## config.mk

```make
export PLATFORM = sky130hd
export DESIGN_NAME = ofm_tx_top
export DESIGN_NICKNAME = d
export VERILOG_FILES = /design/src/rtl/ofm_pkg.sv /design/src/rtl/ofm_sync_fifo.sv /design/src/rtl/ofm_in_fsm.sv /design/src/rtl/ofm_csum_engine.sv /design/src/rtl/ofm_tx_out.sv /design/src/rtl/ofm_tx_top.sv
export SDC_FILE = /design/constraint.sdc
export NUM_CORES = 2
export LEC_CHECK = 0
export ABC_AREA = 0
export BUFFER_PORTS_ARGS = -buffer_cell sky130_fd_sc_hd__buf_4
export CAP_MARGIN = 30
export CORE_MARGIN = 2
export CORE_UTILIZATION = 50
export DETAILED_ROUTE_END_ITERATION = 8
export GPL_TIMING_DRIVEN = 0
export PLACE_DENSITY_LB_ADDON = 0.12
export SYNTH_ARGS = -nofsm -noshare
export SYNTH_HDL_FRONTEND = slang
export SYNTH_MEMORY_MAX_BITS = 65536
export SYNTH_SLANG_ARGS = --single-unit
```

## constraint.sdc

```tcl
create_clock -name mm2s_clk -period 22.6 [get_ports mm2s_clk]
set_input_delay 1.13 -clock mm2s_clk [delete_from_list [all_inputs] [get_ports mm2s_clk]]
set_output_delay 1.13 -clock mm2s_clk [all_outputs]
set_load 0.01 [all_outputs]
```

## src/rtl/ofm_pkg.sv

```systemverilog
// checksum offload transmit path
// shared widths, FIFO records, FSM states and sizes
package ofm_pkg;

   // queue and buffer sizes
   localparam int FIFO_DEPTH       = 16;
   // leaves room for the beats still in flight behind the registered flag
   localparam int FIFO_AFULL_LEVEL = 12;
   localparam int FIFO_AW          = $clog2(FIFO_DEPTH);
   localparam int FRAME_WORDS      = 32;
   localparam int FRAME_AW         = $clog2(FRAME_WORDS);
   localparam int LANES            = 8;
   // 256 bytes of pairs plus the seed fit easily
   localparam int ACC_W            = 24;

   // control word encodings
   localparam logic [3:0] TX_FLAG_OFFLOAD = 4'b1000;
   localparam logic [1:0] TX_CTRL_INSERT  = 2'b01;

   typedef logic [63:0]      data_word_t;
   typedef logic [7:0]       keep_t;
   typedef logic [31:0]      ctrl_word_t;
   typedef logic [15:0]      csum_t;
   typedef logic [ACC_W-1:0] acc_t;

   // one data FIFO entry
   typedef struct packed {
      logic       last;
      keep_t      keep;
      data_word_t data;
   } data_beat_t;

   // one control FIFO entry
   typedef struct packed {
      logic  enable;
      csum_t begin_ofs;
      csum_t insert_ofs;
      csum_t init;
   } csum_ctrl_t;

   typedef enum logic [1:0] {
      IN_IDLE,
      IN_CTRL,
      IN_WAIT,
      IN_DATA
   } in_state_t;

   typedef enum logic [1:0] {
      ENG_IDLE,
      ENG_SUM,
      ENG_DONE
   } eng_state_t;

endpackage

```

## src/rtl/ofm_sync_fifo.sv

```systemverilog
`timescale 1ns/1ps
// synchronous FIFO with almost-full flag
// head entry shows on rdata while not_empty is high
module ofm_sync_fifo
#(
   parameter int WIDTH = 73
)
(
   input  logic             mm2s_clk,
   input  logic             mm2s_resetn,
   input  logic             wren,
   input  logic [WIDTH-1:0] wdata,
   input  logic             rden,
   output logic [WIDTH-1:0] rdata,
   output logic             not_empty,
   output logic             almost_full
);

   logic [WIDTH-1:0]            mem [ofm_pkg::FIFO_DEPTH];
   logic [ofm_pkg::FIFO_AW-1:0] wr_ptr;
   logic [ofm_pkg::FIFO_AW-1:0] rd_ptr;
   logic [ofm_pkg::FIFO_AW:0]   count;

   always_ff @(posedge mm2s_clk)
   begin
      if (wren)
         mem[wr_ptr] <= wdata;
   end

   // pointers wrap at the power-of-two depth
   always_ff @(posedge mm2s_clk or negedge mm2s_resetn)
   begin
      if (!mm2s_resetn)
      begin
         wr_ptr <= '0;
         rd_ptr <= '0;
         count  <= '0;
      end
      else
      begin
         if (wren)
            wr_ptr <= wr_ptr + 1'b1;
         if (rden)
            rd_ptr <= rd_ptr + 1'b1;
         if (wren && !rden)
            count <= count + 1'b1;
         else if (rden && !wren)
            count <= count - 1'b1;
      end
   end

   assign rdata       = mem[rd_ptr];
   assign not_empty   = (count != '0);
   assign almost_full = (count >= (ofm_pkg::FIFO_AW + 1)'(ofm_pkg::FIFO_AFULL_LEVEL));

   // the writer's afull margin must cover its in-flight beats
   a_no_overflow: assert property (@(posedge mm2s_clk) disable iff (!mm2s_resetn)
      wren |-> (count != (ofm_pkg::FIFO_AW + 1)'(ofm_pkg::FIFO_DEPTH)));
   // reader pops only what is offered
   a_no_underflow: assert property (@(posedge mm2s_clk) disable iff (!mm2s_resetn)
      rden |-> not_empty);

endmodule

```

## src/rtl/ofm_in_fsm.sv

```systemverilog
`timescale 1ns/1ps
// transmit input side
// parses the txc control words into a checksum record and
// forwards the txd beats, one FIFO write per record or beat
module ofm_in_fsm
(
   input  logic                mm2s_clk,
   input  logic                mm2s_resetn,
   input  ofm_pkg::data_word_t txd_tdata,
   input  ofm_pkg::keep_t      txd_tkeep,
   input  logic                txd_tvalid,
   input  logic                txd_tlast,
   output logic                txd_tready,
   input  ofm_pkg::ctrl_word_t txc_tdata,
   input  logic [3:0]          txc_tkeep,
   input  logic                txc_tvalid,
   input  logic                txc_tlast,
   output logic                txc_tready,
   input  logic                ctrl_fifo_afull,
   output ofm_pkg::csum_ctrl_t ctrl_fifo_wdata,
   output logic                ctrl_fifo_wren,
   input  logic                data_fifo_afull,
   output ofm_pkg::data_beat_t data_fifo_wdata,
   output logic                data_fifo_wren
);

   ofm_pkg::in_state_t state;
   ofm_pkg::in_state_t state_nxt;
   logic               ctrl_afull_q;
   logic               data_afull_q;
   logic [2:0]         word_cnt;
   logic               txc_hs;
   logic               txd_hs;
   logic [3:0]         flag_q;
   logic [3:0]         flag_nxt;
   logic [1:0]         cntrl_q;
   logic [1:0]         cntrl_nxt;
   ofm_pkg::csum_t     begin_q;
   ofm_pkg::csum_t     begin_nxt;
   ofm_pkg::csum_t     insert_q;
   ofm_pkg::csum_t     insert_nxt;
   ofm_pkg::csum_t     init_q;
   ofm_pkg::csum_t     init_nxt;

   assign txc_hs = txc_tvalid && txc_tready;
   assign txd_hs = txd_tvalid && txd_tready;

   // control words first, then the data beats of the same frame
   always_comb
   begin
      state_nxt = state;
      case (state)
         ofm_pkg::IN_IDLE:
            // new frame only with room in both queues
            if (txc_tvalid && !ctrl_afull_q && !data_afull_q)
               state_nxt = ofm_pkg::IN_CTRL;
         ofm_pkg::IN_CTRL:
            if (txc_hs && txc_tlast)
               state_nxt = ofm_pkg::IN_WAIT;
         ofm_pkg::IN_WAIT:
            if (txd_tvalid && !data_afull_q)
               state_nxt = ofm_pkg::IN_DATA;
         ofm_pkg::IN_DATA:
            if (txd_hs && txd_tlast)
               state_nxt = ofm_pkg::IN_IDLE;
         default:
            state_nxt = ofm_pkg::IN_IDLE;
      endcase
   end

   always_ff @(posedge mm2s_clk or negedge mm2s_resetn)
   begin
      if (!mm2s_resetn)
      begin
         state          <= ofm_pkg::IN_IDLE;
         word_cnt       <= '0;
         ctrl_afull_q   <= 1'b0;
         data_afull_q   <= 1'b0;
         txc_tready     <= 1'b0;
         txd_tready     <= 1'b0;
         ctrl_fifo_wren <= 1'b0;
         data_fifo_wren <= 1'b0;
      end
      else
      begin
         state        <= state_nxt;
         ctrl_afull_q <= ctrl_fifo_afull;
         data_afull_q <= data_fifo_afull;
         if (state == ofm_pkg::IN_IDLE)
            word_cnt <= '0;
         else if (txc_hs)
            word_cnt <= word_cnt + 3'd1;
         // ready lags the state by one cycle, drops right after last
         txc_tready <= (state == ofm_pkg::IN_CTRL) && !(txc_hs && txc_tlast);
         // mid-frame pause when the data queue runs full
         txd_tready <= (state == ofm_pkg::IN_DATA) && !(txd_hs && txd_tlast) &&
                       !data_afull_q;
         ctrl_fifo_wren <= txc_hs && txc_tlast;
         data_fifo_wren <= txd_hs;
      end
   end

   // field pick by word index, only bytes with keep set
   always_comb
   begin
      flag_nxt   = flag_q;
      cntrl_nxt  = cntrl_q;
      begin_nxt  = begin_q;
      insert_nxt = insert_q;
      init_nxt   = init_q;
      if (txc_hs)
      begin
         case (word_cnt)
            3'd0:
               if (txc_tkeep[3])
                  flag_nxt = txc_tdata[31:28];
            3'd1:
               if (txc_tkeep[0])
                  cntrl_nxt = txc_tdata[1:0];
            3'd2:
            begin
               if (&txc_tkeep[3:2])
                  begin_nxt = txc_tdata[31:16];
               if (&txc_tkeep[1:0])
                  insert_nxt = txc_tdata[15:0];
            end
            3'd3:
               if (&txc_tkeep[1:0])
                  init_nxt = txc_tdata[15:0];
            default:
               ;
         endcase
      end
   end

   // record built from the merged fields, so the last word counts too
   always_ff @(posedge mm2s_clk)
   begin
      flag_q                     <= flag_nxt;
      cntrl_q                    <= cntrl_nxt;
      begin_q                    <= begin_nxt;
      insert_q                   <= insert_nxt;
      init_q                     <= init_nxt;
      ctrl_fifo_wdata.enable     <= (flag_nxt == ofm_pkg::TX_FLAG_OFFLOAD) &&
                                    (cntrl_nxt == ofm_pkg::TX_CTRL_INSERT);
      ctrl_fifo_wdata.begin_ofs  <= begin_nxt;
      ctrl_fifo_wdata.insert_ofs <= insert_nxt;
      ctrl_fifo_wdata.init       <= init_nxt;
      data_fifo_wdata.last       <= txd_tlast;
      data_fifo_wdata.keep       <= txd_tkeep;
      data_fifo_wdata.data       <= txd_tdata;
   end

endmodule

```

## src/rtl/ofm_csum_engine.sv

```systemverilog
`timescale 1ns/1ps
// checksum engine
// pops one record and its beats, sums big-endian byte pairs from the
// begin offset in ones-complement and passes each beat to the buffer
module ofm_csum_engine
(
   input  logic                mm2s_clk,
   input  logic                mm2s_resetn,
   input  ofm_pkg::csum_ctrl_t ctrl_entry,
   input  logic                ctrl_not_empty,
   output logic                ctrl_rden,
   input  ofm_pkg::data_beat_t beat_entry,
   input  logic                beat_not_empty,
   output logic                beat_rden,
   input  logic                buf_free,
   output logic                beat_wr,
   output ofm_pkg::data_beat_t beat_out,
   output logic                done,
   output ofm_pkg::csum_t      csum,
   output ofm_pkg::csum_ctrl_t rec
);

   ofm_pkg::eng_state_t state;
   ofm_pkg::csum_t      byte_pos;
   ofm_pkg::acc_t       acc;
   ofm_pkg::acc_t       acc_nxt;
   ofm_pkg::acc_t       beat_sum;
   logic [16:0]         fold;

   // next frame only once the output buffer is drained
   assign ctrl_rden = (state == ofm_pkg::ENG_IDLE) && buf_free && ctrl_not_empty;
   assign beat_rden = (state == ofm_pkg::ENG_SUM) && beat_not_empty;

   // pair contributions of the head beat
   always_comb
   begin
      ofm_pkg::csum_t lane_pos;
      ofm_pkg::csum_t rel;
      logic [7:0]     lane_byte;
      beat_sum = '0;
      for (int i = 0; i < ofm_pkg::LANES; i++)
      begin
         lane_pos  = byte_pos + ofm_pkg::csum_t'(i);
         rel       = lane_pos - rec.begin_ofs;
         lane_byte = beat_entry.data[8*i +: 8];
         if (beat_entry.keep[i] && (lane_pos >= rec.begin_ofs))
         begin
            // even distance from begin is the high byte of its pair
            // a lone final byte thus gets a zero low byte
            if (rel[0])
               beat_sum = beat_sum + ofm_pkg::acc_t'(lane_byte);
            else
               beat_sum = beat_sum + ofm_pkg::acc_t'({lane_byte, 8'h00});
         end
      end
   end

   assign acc_nxt = acc + beat_sum;

   always_ff @(posedge mm2s_clk or negedge mm2s_resetn)
   begin
      if (!mm2s_resetn)
      begin
         state   <= ofm_pkg::ENG_IDLE;
         beat_wr <= 1'b0;
         done    <= 1'b0;
      end
      else
      begin
         beat_wr <= beat_rden;
         // high in the cycle after the second fold
         done    <= (state == ofm_pkg::ENG_DONE);
         case (state)
            ofm_pkg::ENG_IDLE:
               if (ctrl_rden)
                  state <= ofm_pkg::ENG_SUM;
            ofm_pkg::ENG_SUM:
               if (beat_rden && beat_entry.last)
                  state <= ofm_pkg::ENG_DONE;
            default:
               state <= ofm_pkg::ENG_IDLE;
         endcase
      end
   end

   // rec and csum hold until the next record is popped
   always_ff @(posedge mm2s_clk)
   begin
      beat_out <= beat_entry;
      if (ctrl_rden)
      begin
         rec      <= ctrl_entry;
         acc      <= ofm_pkg::acc_t'(ctrl_entry.init);
         byte_pos <= '0;
      end
      else if (beat_rden)
      begin
         acc      <= acc_nxt;
         byte_pos <= byte_pos + ofm_pkg::csum_t'(ofm_pkg::LANES);
         // first fold, kept from the last beat
         fold     <= 17'(acc_nxt[15:0]) + 17'(acc_nxt[ofm_pkg::ACC_W-1:16]);
      end
      // second fold cannot carry again
      if (state == ofm_pkg::ENG_DONE)
         csum <= ~(fold[15:0] + 16'(fold[16]));
   end

endmodule

```

## src/rtl/ofm_tx_out.sv

```systemverilog
`timescale 1ns/1ps
// transmit output side
// holds one frame, patches the checksum at the insert offset
// and streams it out with valid/ready back-pressure
module ofm_tx_out
(
   input  logic                mm2s_clk,
   input  logic                mm2s_resetn,
   input  logic                beat_wr,
   input  ofm_pkg::data_beat_t beat_in,
   input  logic                done,
   input  ofm_pkg::csum_t      csum,
   input  ofm_pkg::csum_ctrl_t rec,
   output logic                buf_free,
   output ofm_pkg::data_word_t tx_tdata,
   output ofm_pkg::keep_t      tx_tkeep,
   output logic                tx_tlast,
   output logic                tx_tvalid,
   input  logic                tx_tready
);

   ofm_pkg::data_beat_t          mem [ofm_pkg::FRAME_WORDS];
   logic [ofm_pkg::FRAME_AW-1:0] wr_ptr;
   logic [ofm_pkg::FRAME_AW-1:0] rd_ptr;
   logic                         busy;
   logic                         tx_hs;
   logic                         load;
   ofm_pkg::data_beat_t          head;

   assign tx_hs    = tx_tvalid && tx_tready;
   // first word right after done, then one per accepted non-last word
   assign load     = done || (tx_hs && !tx_tlast);
   assign buf_free = !busy;

   always_ff @(posedge mm2s_clk)
   begin
      if (beat_wr)
         mem[wr_ptr] <= beat_in;
   end

   // checksum bytes may straddle two words, so check every lane
   always_comb
   begin
      ofm_pkg::csum_t pos;
      head = mem[rd_ptr];
      for (int i = 0; i < ofm_pkg::LANES; i++)
      begin
         pos = ofm_pkg::csum_t'({rd_ptr, 3'b000}) + ofm_pkg::csum_t'(i);
         if (rec.enable && (pos == rec.insert_ofs))
            head.data[8*i +: 8] = csum[15:8];
         if (rec.enable && (pos == rec.insert_ofs + 16'd1))
            head.data[8*i +: 8] = csum[7:0];
      end
   end

   always_ff @(posedge mm2s_clk or negedge mm2s_resetn)
   begin
      if (!mm2s_resetn)
      begin
         busy      <= 1'b0;
         wr_ptr    <= '0;
         rd_ptr    <= '0;
         tx_tvalid <= 1'b0;
      end
      else
      begin
         if (beat_wr)
         begin
            busy   <= 1'b1;
            wr_ptr <= wr_ptr + 1'b1;
         end
         if (load)
         begin
            tx_tvalid <= 1'b1;
            rd_ptr    <= rd_ptr + 1'b1;
         end
         else if (tx_hs)
         begin
            // last word taken, buffer free again
            tx_tvalid <= 1'b0;
            busy      <= 1'b0;
            wr_ptr    <= '0;
            rd_ptr    <= '0;
         end
      end
   end

   always_ff @(posedge mm2s_clk)
   begin
      if (load)
      begin
         tx_tdata <= head.data;
         tx_tkeep <= head.keep;
         tx_tlast <= head.last;
      end
   end

   a_tx_hold: assert property (@(posedge mm2s_clk) disable iff (!mm2s_resetn)
      tx_tvalid && !tx_tready |=> tx_tvalid && $stable(tx_tdata) &&
                                  $stable(tx_tkeep) && $stable(tx_tlast));
   // engine must wait for buf_free before refilling
   a_no_fill_while_send: assert property (@(posedge mm2s_clk) disable iff (!mm2s_resetn)
      beat_wr |-> !tx_tvalid);

endmodule

```

## src/rtl/ofm_tx_top.sv

```systemverilog
`timescale 1ns/1ps
// transmit checksum offload top level
// input side, control and data FIFOs, checksum engine, output side
module ofm_tx_top
(
   input  logic                mm2s_clk,
   input  logic                mm2s_resetn,
   input  ofm_pkg::data_word_t txd_tdata,
   input  ofm_pkg::keep_t      txd_tkeep,
   input  logic                txd_tvalid,
   input  logic                txd_tlast,
   output logic                txd_tready,
   input  ofm_pkg::ctrl_word_t txc_tdata,
   input  logic [3:0]          txc_tkeep,
   input  logic                txc_tvalid,
   input  logic                txc_tlast,
   output logic                txc_tready,
   output ofm_pkg::data_word_t tx_tdata,
   output ofm_pkg::keep_t      tx_tkeep,
   output logic                tx_tlast,
   output logic                tx_tvalid,
   input  logic                tx_tready
);

   // control queue
   ofm_pkg::csum_ctrl_t ctrl_fifo_wdata;
   logic                ctrl_fifo_wren;
   logic                ctrl_fifo_afull;
   ofm_pkg::csum_ctrl_t ctrl_head;
   logic                ctrl_not_empty;
   logic                ctrl_rden;
   // data queue
   ofm_pkg::data_beat_t data_fifo_wdata;
   logic                data_fifo_wren;
   logic                data_fifo_afull;
   ofm_pkg::data_beat_t data_head;
   logic                data_not_empty;
   logic                data_rden;
   // engine to output buffer
   logic                beat_wr;
   ofm_pkg::data_beat_t beat_out;
   logic                done;
   ofm_pkg::csum_t      csum;
   ofm_pkg::csum_ctrl_t rec;
   logic                buf_free;

   ofm_in_fsm in_fsm_i (
      .mm2s_clk        (mm2s_clk),
      .mm2s_resetn     (mm2s_resetn),
      .txd_tdata       (txd_tdata),
      .txd_tkeep       (txd_tkeep),
      .txd_tvalid      (txd_tvalid),
      .txd_tlast       (txd_tlast),
      .txd_tready      (txd_tready),
      .txc_tdata       (txc_tdata),
      .txc_tkeep       (txc_tkeep),
      .txc_tvalid      (txc_tvalid),
      .txc_tlast       (txc_tlast),
      .txc_tready      (txc_tready),
      .ctrl_fifo_afull (ctrl_fifo_afull),
      .ctrl_fifo_wdata (ctrl_fifo_wdata),
      .ctrl_fifo_wren  (ctrl_fifo_wren),
      .data_fifo_afull (data_fifo_afull),
      .data_fifo_wdata (data_fifo_wdata),
      .data_fifo_wren  (data_fifo_wren)
   );

   ofm_sync_fifo #(.WIDTH($bits(ofm_pkg::csum_ctrl_t))) ctrl_fifo_i (
      .mm2s_clk    (mm2s_clk),
      .mm2s_resetn (mm2s_resetn),
      .wren        (ctrl_fifo_wren),
      .wdata       (ctrl_fifo_wdata),
      .rden        (ctrl_rden),
      .rdata       (ctrl_head),
      .not_empty   (ctrl_not_empty),
      .almost_full (ctrl_fifo_afull)
   );

   ofm_sync_fifo #(.WIDTH($bits(ofm_pkg::data_beat_t))) data_fifo_i (
      .mm2s_clk    (mm2s_clk),
      .mm2s_resetn (mm2s_resetn),
      .wren        (data_fifo_wren),
      .wdata       (data_fifo_wdata),
      .rden        (data_rden),
      .rdata       (data_head),
      .not_empty   (data_not_empty),
      .almost_full (data_fifo_afull)
   );

   ofm_csum_engine engine_i (
      .mm2s_clk       (mm2s_clk),
      .mm2s_resetn    (mm2s_resetn),
      .ctrl_entry     (ctrl_head),
      .ctrl_not_empty (ctrl_not_empty),
      .ctrl_rden      (ctrl_rden),
      .beat_entry     (data_head),
      .beat_not_empty (data_not_empty),
      .beat_rden      (data_rden),
      .buf_free       (buf_free),
      .beat_wr        (beat_wr),
      .beat_out       (beat_out),
      .done           (done),
      .csum           (csum),
      .rec            (rec)
   );

   ofm_tx_out tx_out_i (
      .mm2s_clk    (mm2s_clk),
      .mm2s_resetn (mm2s_resetn),
      .beat_wr     (beat_wr),
      .beat_in     (beat_out),
      .done        (done),
      .csum        (csum),
      .rec         (rec),
      .buf_free    (buf_free),
      .tx_tdata    (tx_tdata),
      .tx_tkeep    (tx_tkeep),
      .tx_tlast    (tx_tlast),
      .tx_tvalid   (tx_tvalid),
      .tx_tready   (tx_tready)
   );

endmodule

```

==> results.toml <==
[sta]
hold_ws_ps = 232
maxSlewViolCount = 0
rsz0062_at_grt = "no"
finalClockSkew_ps = 71.8
period_needed_ps = 21110
finalCritPeriodShare_pct = 93.4
fin_setup_tns_ps = 0
finalHoldViolCount = 0
tightestPinTransition_ps = 1100
relSlewSlack_pct = 24.3
setup_ws_ps = 1490
fmax_mhz = 47.4
final-setup-viol-count = 0

[yosys]
synth_edf_count = 4491
yosysSeqAreaShare_pct = 74.8
synthArstFlopShare_pct = 1.12
synthesis.area_um2 = 187000
synth_cell_types = 130
netlist.area_leader.share_pct = 72.2
syn_avg_cell_area_um2 = 21.4
syn_inst = 8738
synth_seq_cells = 4718
synthFlopType = "edfxtp_1"
synth_top_area_cell = "edfxtp_1"
yosys_warnings = 0
synth.area.top_cells = "edfxtp_1, mux4_2, dfxtp_1"

[cts]
h-tree-depth = 5
clk_latency_ps = 1000
cts.repair.resized = 0
path_clk_slew_ps = 60
clock-root-buffer = "clkbuf_16"
cts_buffer_depth = 4
cts_buffers = 466
tritoncts = "built"
clock-sinks = 4718

[placed_design]
pre_cts_ws_ps = 1980
dp_hpwl_um = 340000
portBuffers = 190
place_inst = 14300
place_area_um2 = 201000
place_congestion = 0.919

[worst_setup_path]
cp-end-kind = "flip-flop"
crit_fanout = 10
slowest_delay_ps = 650
crit_family = "compound AO/OA/AOI/OAI gates"
critPathKind = "reg2reg"
critPathArrivalTime_ps = 21800
crit_slowest_cell = "clkbuf_1"
crit_buf_inv = 11
required_ps = 23290
crit_path_start = "engine_i.rec[32]$_DFFE_PP_"
cp_common_cell = "ha_1"
rr_startpoint = "engine_i.rec[32]$_DFFE_PP_"
start_kind = "flip-flop"

[floorplanning]
ioPinCount = 191
rows = 224
start_util_pct = 50.2
die_h_um = 615
fp.dieArea_um2 = 379000
die_w_um = 615
core_area_um2 = 372000

[detailed_routing]
post_drt_wl_per_cell_um = 32.9
drt-vias-per-instance = 6.15
drt_wl_total_um = 501000
drt-pass1-iter-count = 6
via_count = 93600
drc = 0
ant_nets = 0
drtIter0Drc = 10200

[power]
power_density_nw_per_um2 = 82.4
peakVddDrop_mv = 0.0714
p_leak_nw = 68.5

[global_routing]
antenna_found_initial = 46
first_global_vias = 95500
grt_max_degree = 42
grt_pass1_wl_um = 706000
track_usage_pct = 26.3
grt-ovfl-total = 0

[layout]
fin_nets = 10100
layout.cells.non_filler = 15200
syn_to_final_growth_pct = 16.5
drive_gt1_share_pct = 28.0
stdcell_area_um2 = 218000

[status]
status = "completed"

[flow_run]
max_cap_viol_count = 0

[min_path]
hp-start = "txd_tdata[55]"
worst_hold_path_type = "in2reg"
==> power breakdown <==
part	internal (mW)	switching, mW
Clock	4.49	3.28
Combinational	0.148	0.253
Sequential	9.66	0.105
==> through the flow <==
step                utilization [%]  power, mW
floorplan                         -       10.1
global placement               52.3       10.3
detailed placement             54.0       10.3
CTS                            58.2       18.0
global route                   58.5       18.4
finish                         58.5       17.9
==> layout by cell type, fill, tap and decap left out, drive strengths merged, types with 55 or more instances in the layout <==
master | netlist | final
a21o | 57 | 57
clkbuf | 259 | 907
mux4 | 1326 | 1326
edfxtp | 4491 | 4491
xor2 | 65 | 65
ha | 202 | 202
nand2 | 294 | 294
inv | 158 | 170
o21ai | 236 | 236
a21oi | 154 | 154
clkinv | 2 | 167
nand3 | 55 | 55
xnor2 | 108 | 108
buf | 142 | 735
mux2i | 98 | 98
nor2 | 209 | 209
dfxtp | 174 | 174
==> final cells by class <==
type                    instances  area (um^2)
multi-input cells            3462        45300
flip-flops and latches       4718       140000
fillers                     27000       155000
clock buffers                 648        12900
diodes                         28         70.1
well taps                    4972         6220
clock inverters               231         2520
repair buffers                594         8730
inverters                     160          604
plain buffers                 401         1610
==> Yosys cell counts, types with 10 or more instances <==
| cell | count |
|---|---|
| and2_1 | 36 |
| a22o_1 | 15 |
| buf_2 | 17 |
| a21boi_0 | 10 |
| nor2b_1 | 44 |
| mux2_2 | 53 |
| xor2_1 | 65 |
| mux2i_1 | 97 |
| and3_1 | 41 |
| o21ai_0 | 223 |
| inv_1 | 153 |
| nor4_1 | 12 |
| a31oi_1 | 16 |
| o22ai_1 | 15 |
| buf_1 | 116 |
| dfrtp_1 | 53 |
| o211ai_1 | 14 |
| nand3_1 | 53 |
| o21bai_1 | 26 |
| ha_1 | 202 |
| or3_1 | 21 |
| a22oi_1 | 16 |
| a21oi_1 | 154 |
| nor2_1 | 205 |
| o21ai_1 | 11 |
| or2_2 | 16 |
| xnor2_1 | 105 |
| nand2_1 | 293 |
| nand4_1 | 30 |
| nand2b_1 | 19 |
| mux4_2 | 1325 |
| a211oi_1 | 17 |
| clkbuf_1 | 259 |
| nor3_1 | 40 |
| o31ai_1 | 16 |
| o21a_1 | 24 |
| and4_1 | 10 |
| edfxtp_1 | 4491 |
| dfxtp_1 | 174 |
| a21o_1 | 55 |
| fa_1 | 18 |
==> flip-flops by register name (all words and copies together) (netlist names), 8 cells and up <==
signal and flops:
tx_out_i.tx_tdata 64, engine_i.rec 33, engine_i.byte_pos 13, in_fsm_i.ctrl_fifo_wdata 49, engine_i.acc 24, tx_out_i.mem 2336
tx_out_i.tx_tkeep 8, engine_i.fold 17, data_fifo_i.mem 1168, ctrl_fifo_i.mem 784, in_fsm_i.data_fifo_wdata 73, engine_i.csum 16
engine_i.beat_out 73
==> routing by layer <==
| metal | global-route usage (%) | share of wire [%] | wire length, um |
|---|---|---|---|
| met4 | 7.65 | 3.1 | 15500 |
| met2 | 44.0 | 50 | 249000 |
| met5 | 0 | 0.011 | 55 |
| met1 | 36.3 | 40 | 199000 |
| met3 | 4.00 | 7.3 | 36800 |
==> timing repair <==
item | CTS | global route
hold endpoints to repair | 12 | 0
hold buffers | 1 | 0
setup buffers | 0 | 0
==> cell families after synthesis <==
| group | Yosys count | synth area share (%) |
|---|---|---|
| DFF | 4718 | 74.8 |
| muxes | 1478 | 16.8 |
| and+or+nand+nor | 879 | 2.33 |
| AOI/OAI and AO/OA | 708 | 2.52 |
| buffers and inverters | 561 | 1.18 |
| adders and majority gates | 220 | 1.55 |
| xor gates and xnor gates | 173 | 0.823 |
| other | 1 | 0.00201 |
==> path summary, 6_finish.rpt <==
| check | end | slack, ps | cells after the start |
|---|---|---|---|
| max | engine_i.fold[15]$_DFFE_PP_ | 1490 | 76 |
| min | in_fsm_i.data_fifo_wdata[55]$_DFF_P_ | 230 | 1 |
| max reg2reg | engine_i.fold[15]$_DFFE_PP_ | 1490 | 76 |
| min reg2reg | in_fsm_i.txd_tready$_DFF_PN0_ | 460 | 1 |
| max in group asynchronous | tx_out_i.rd_ptr[4]$_DFFE_PN0P_ | 21420 | 3 |
| min in group asynchronous | in_fsm_i.state[1]$_DFFE_PN0P_ | 530 | 2 |
==> worst reg2reg max path, delay by kind of cell (launching register included) <==
kind                     cells  cell delay, ps
AO/OA/AOI/OAI               28            6160
buffers and inverters       11            4830
AND/OR/NAND/NOR             20            4260
adder cells (fa/ha/maj)     11            3730
XOR/XNOR                     5             720
flip-flops                   1             610
multiplexers                 1             510
Note: power is estimated with default switching activity, not from simulation.
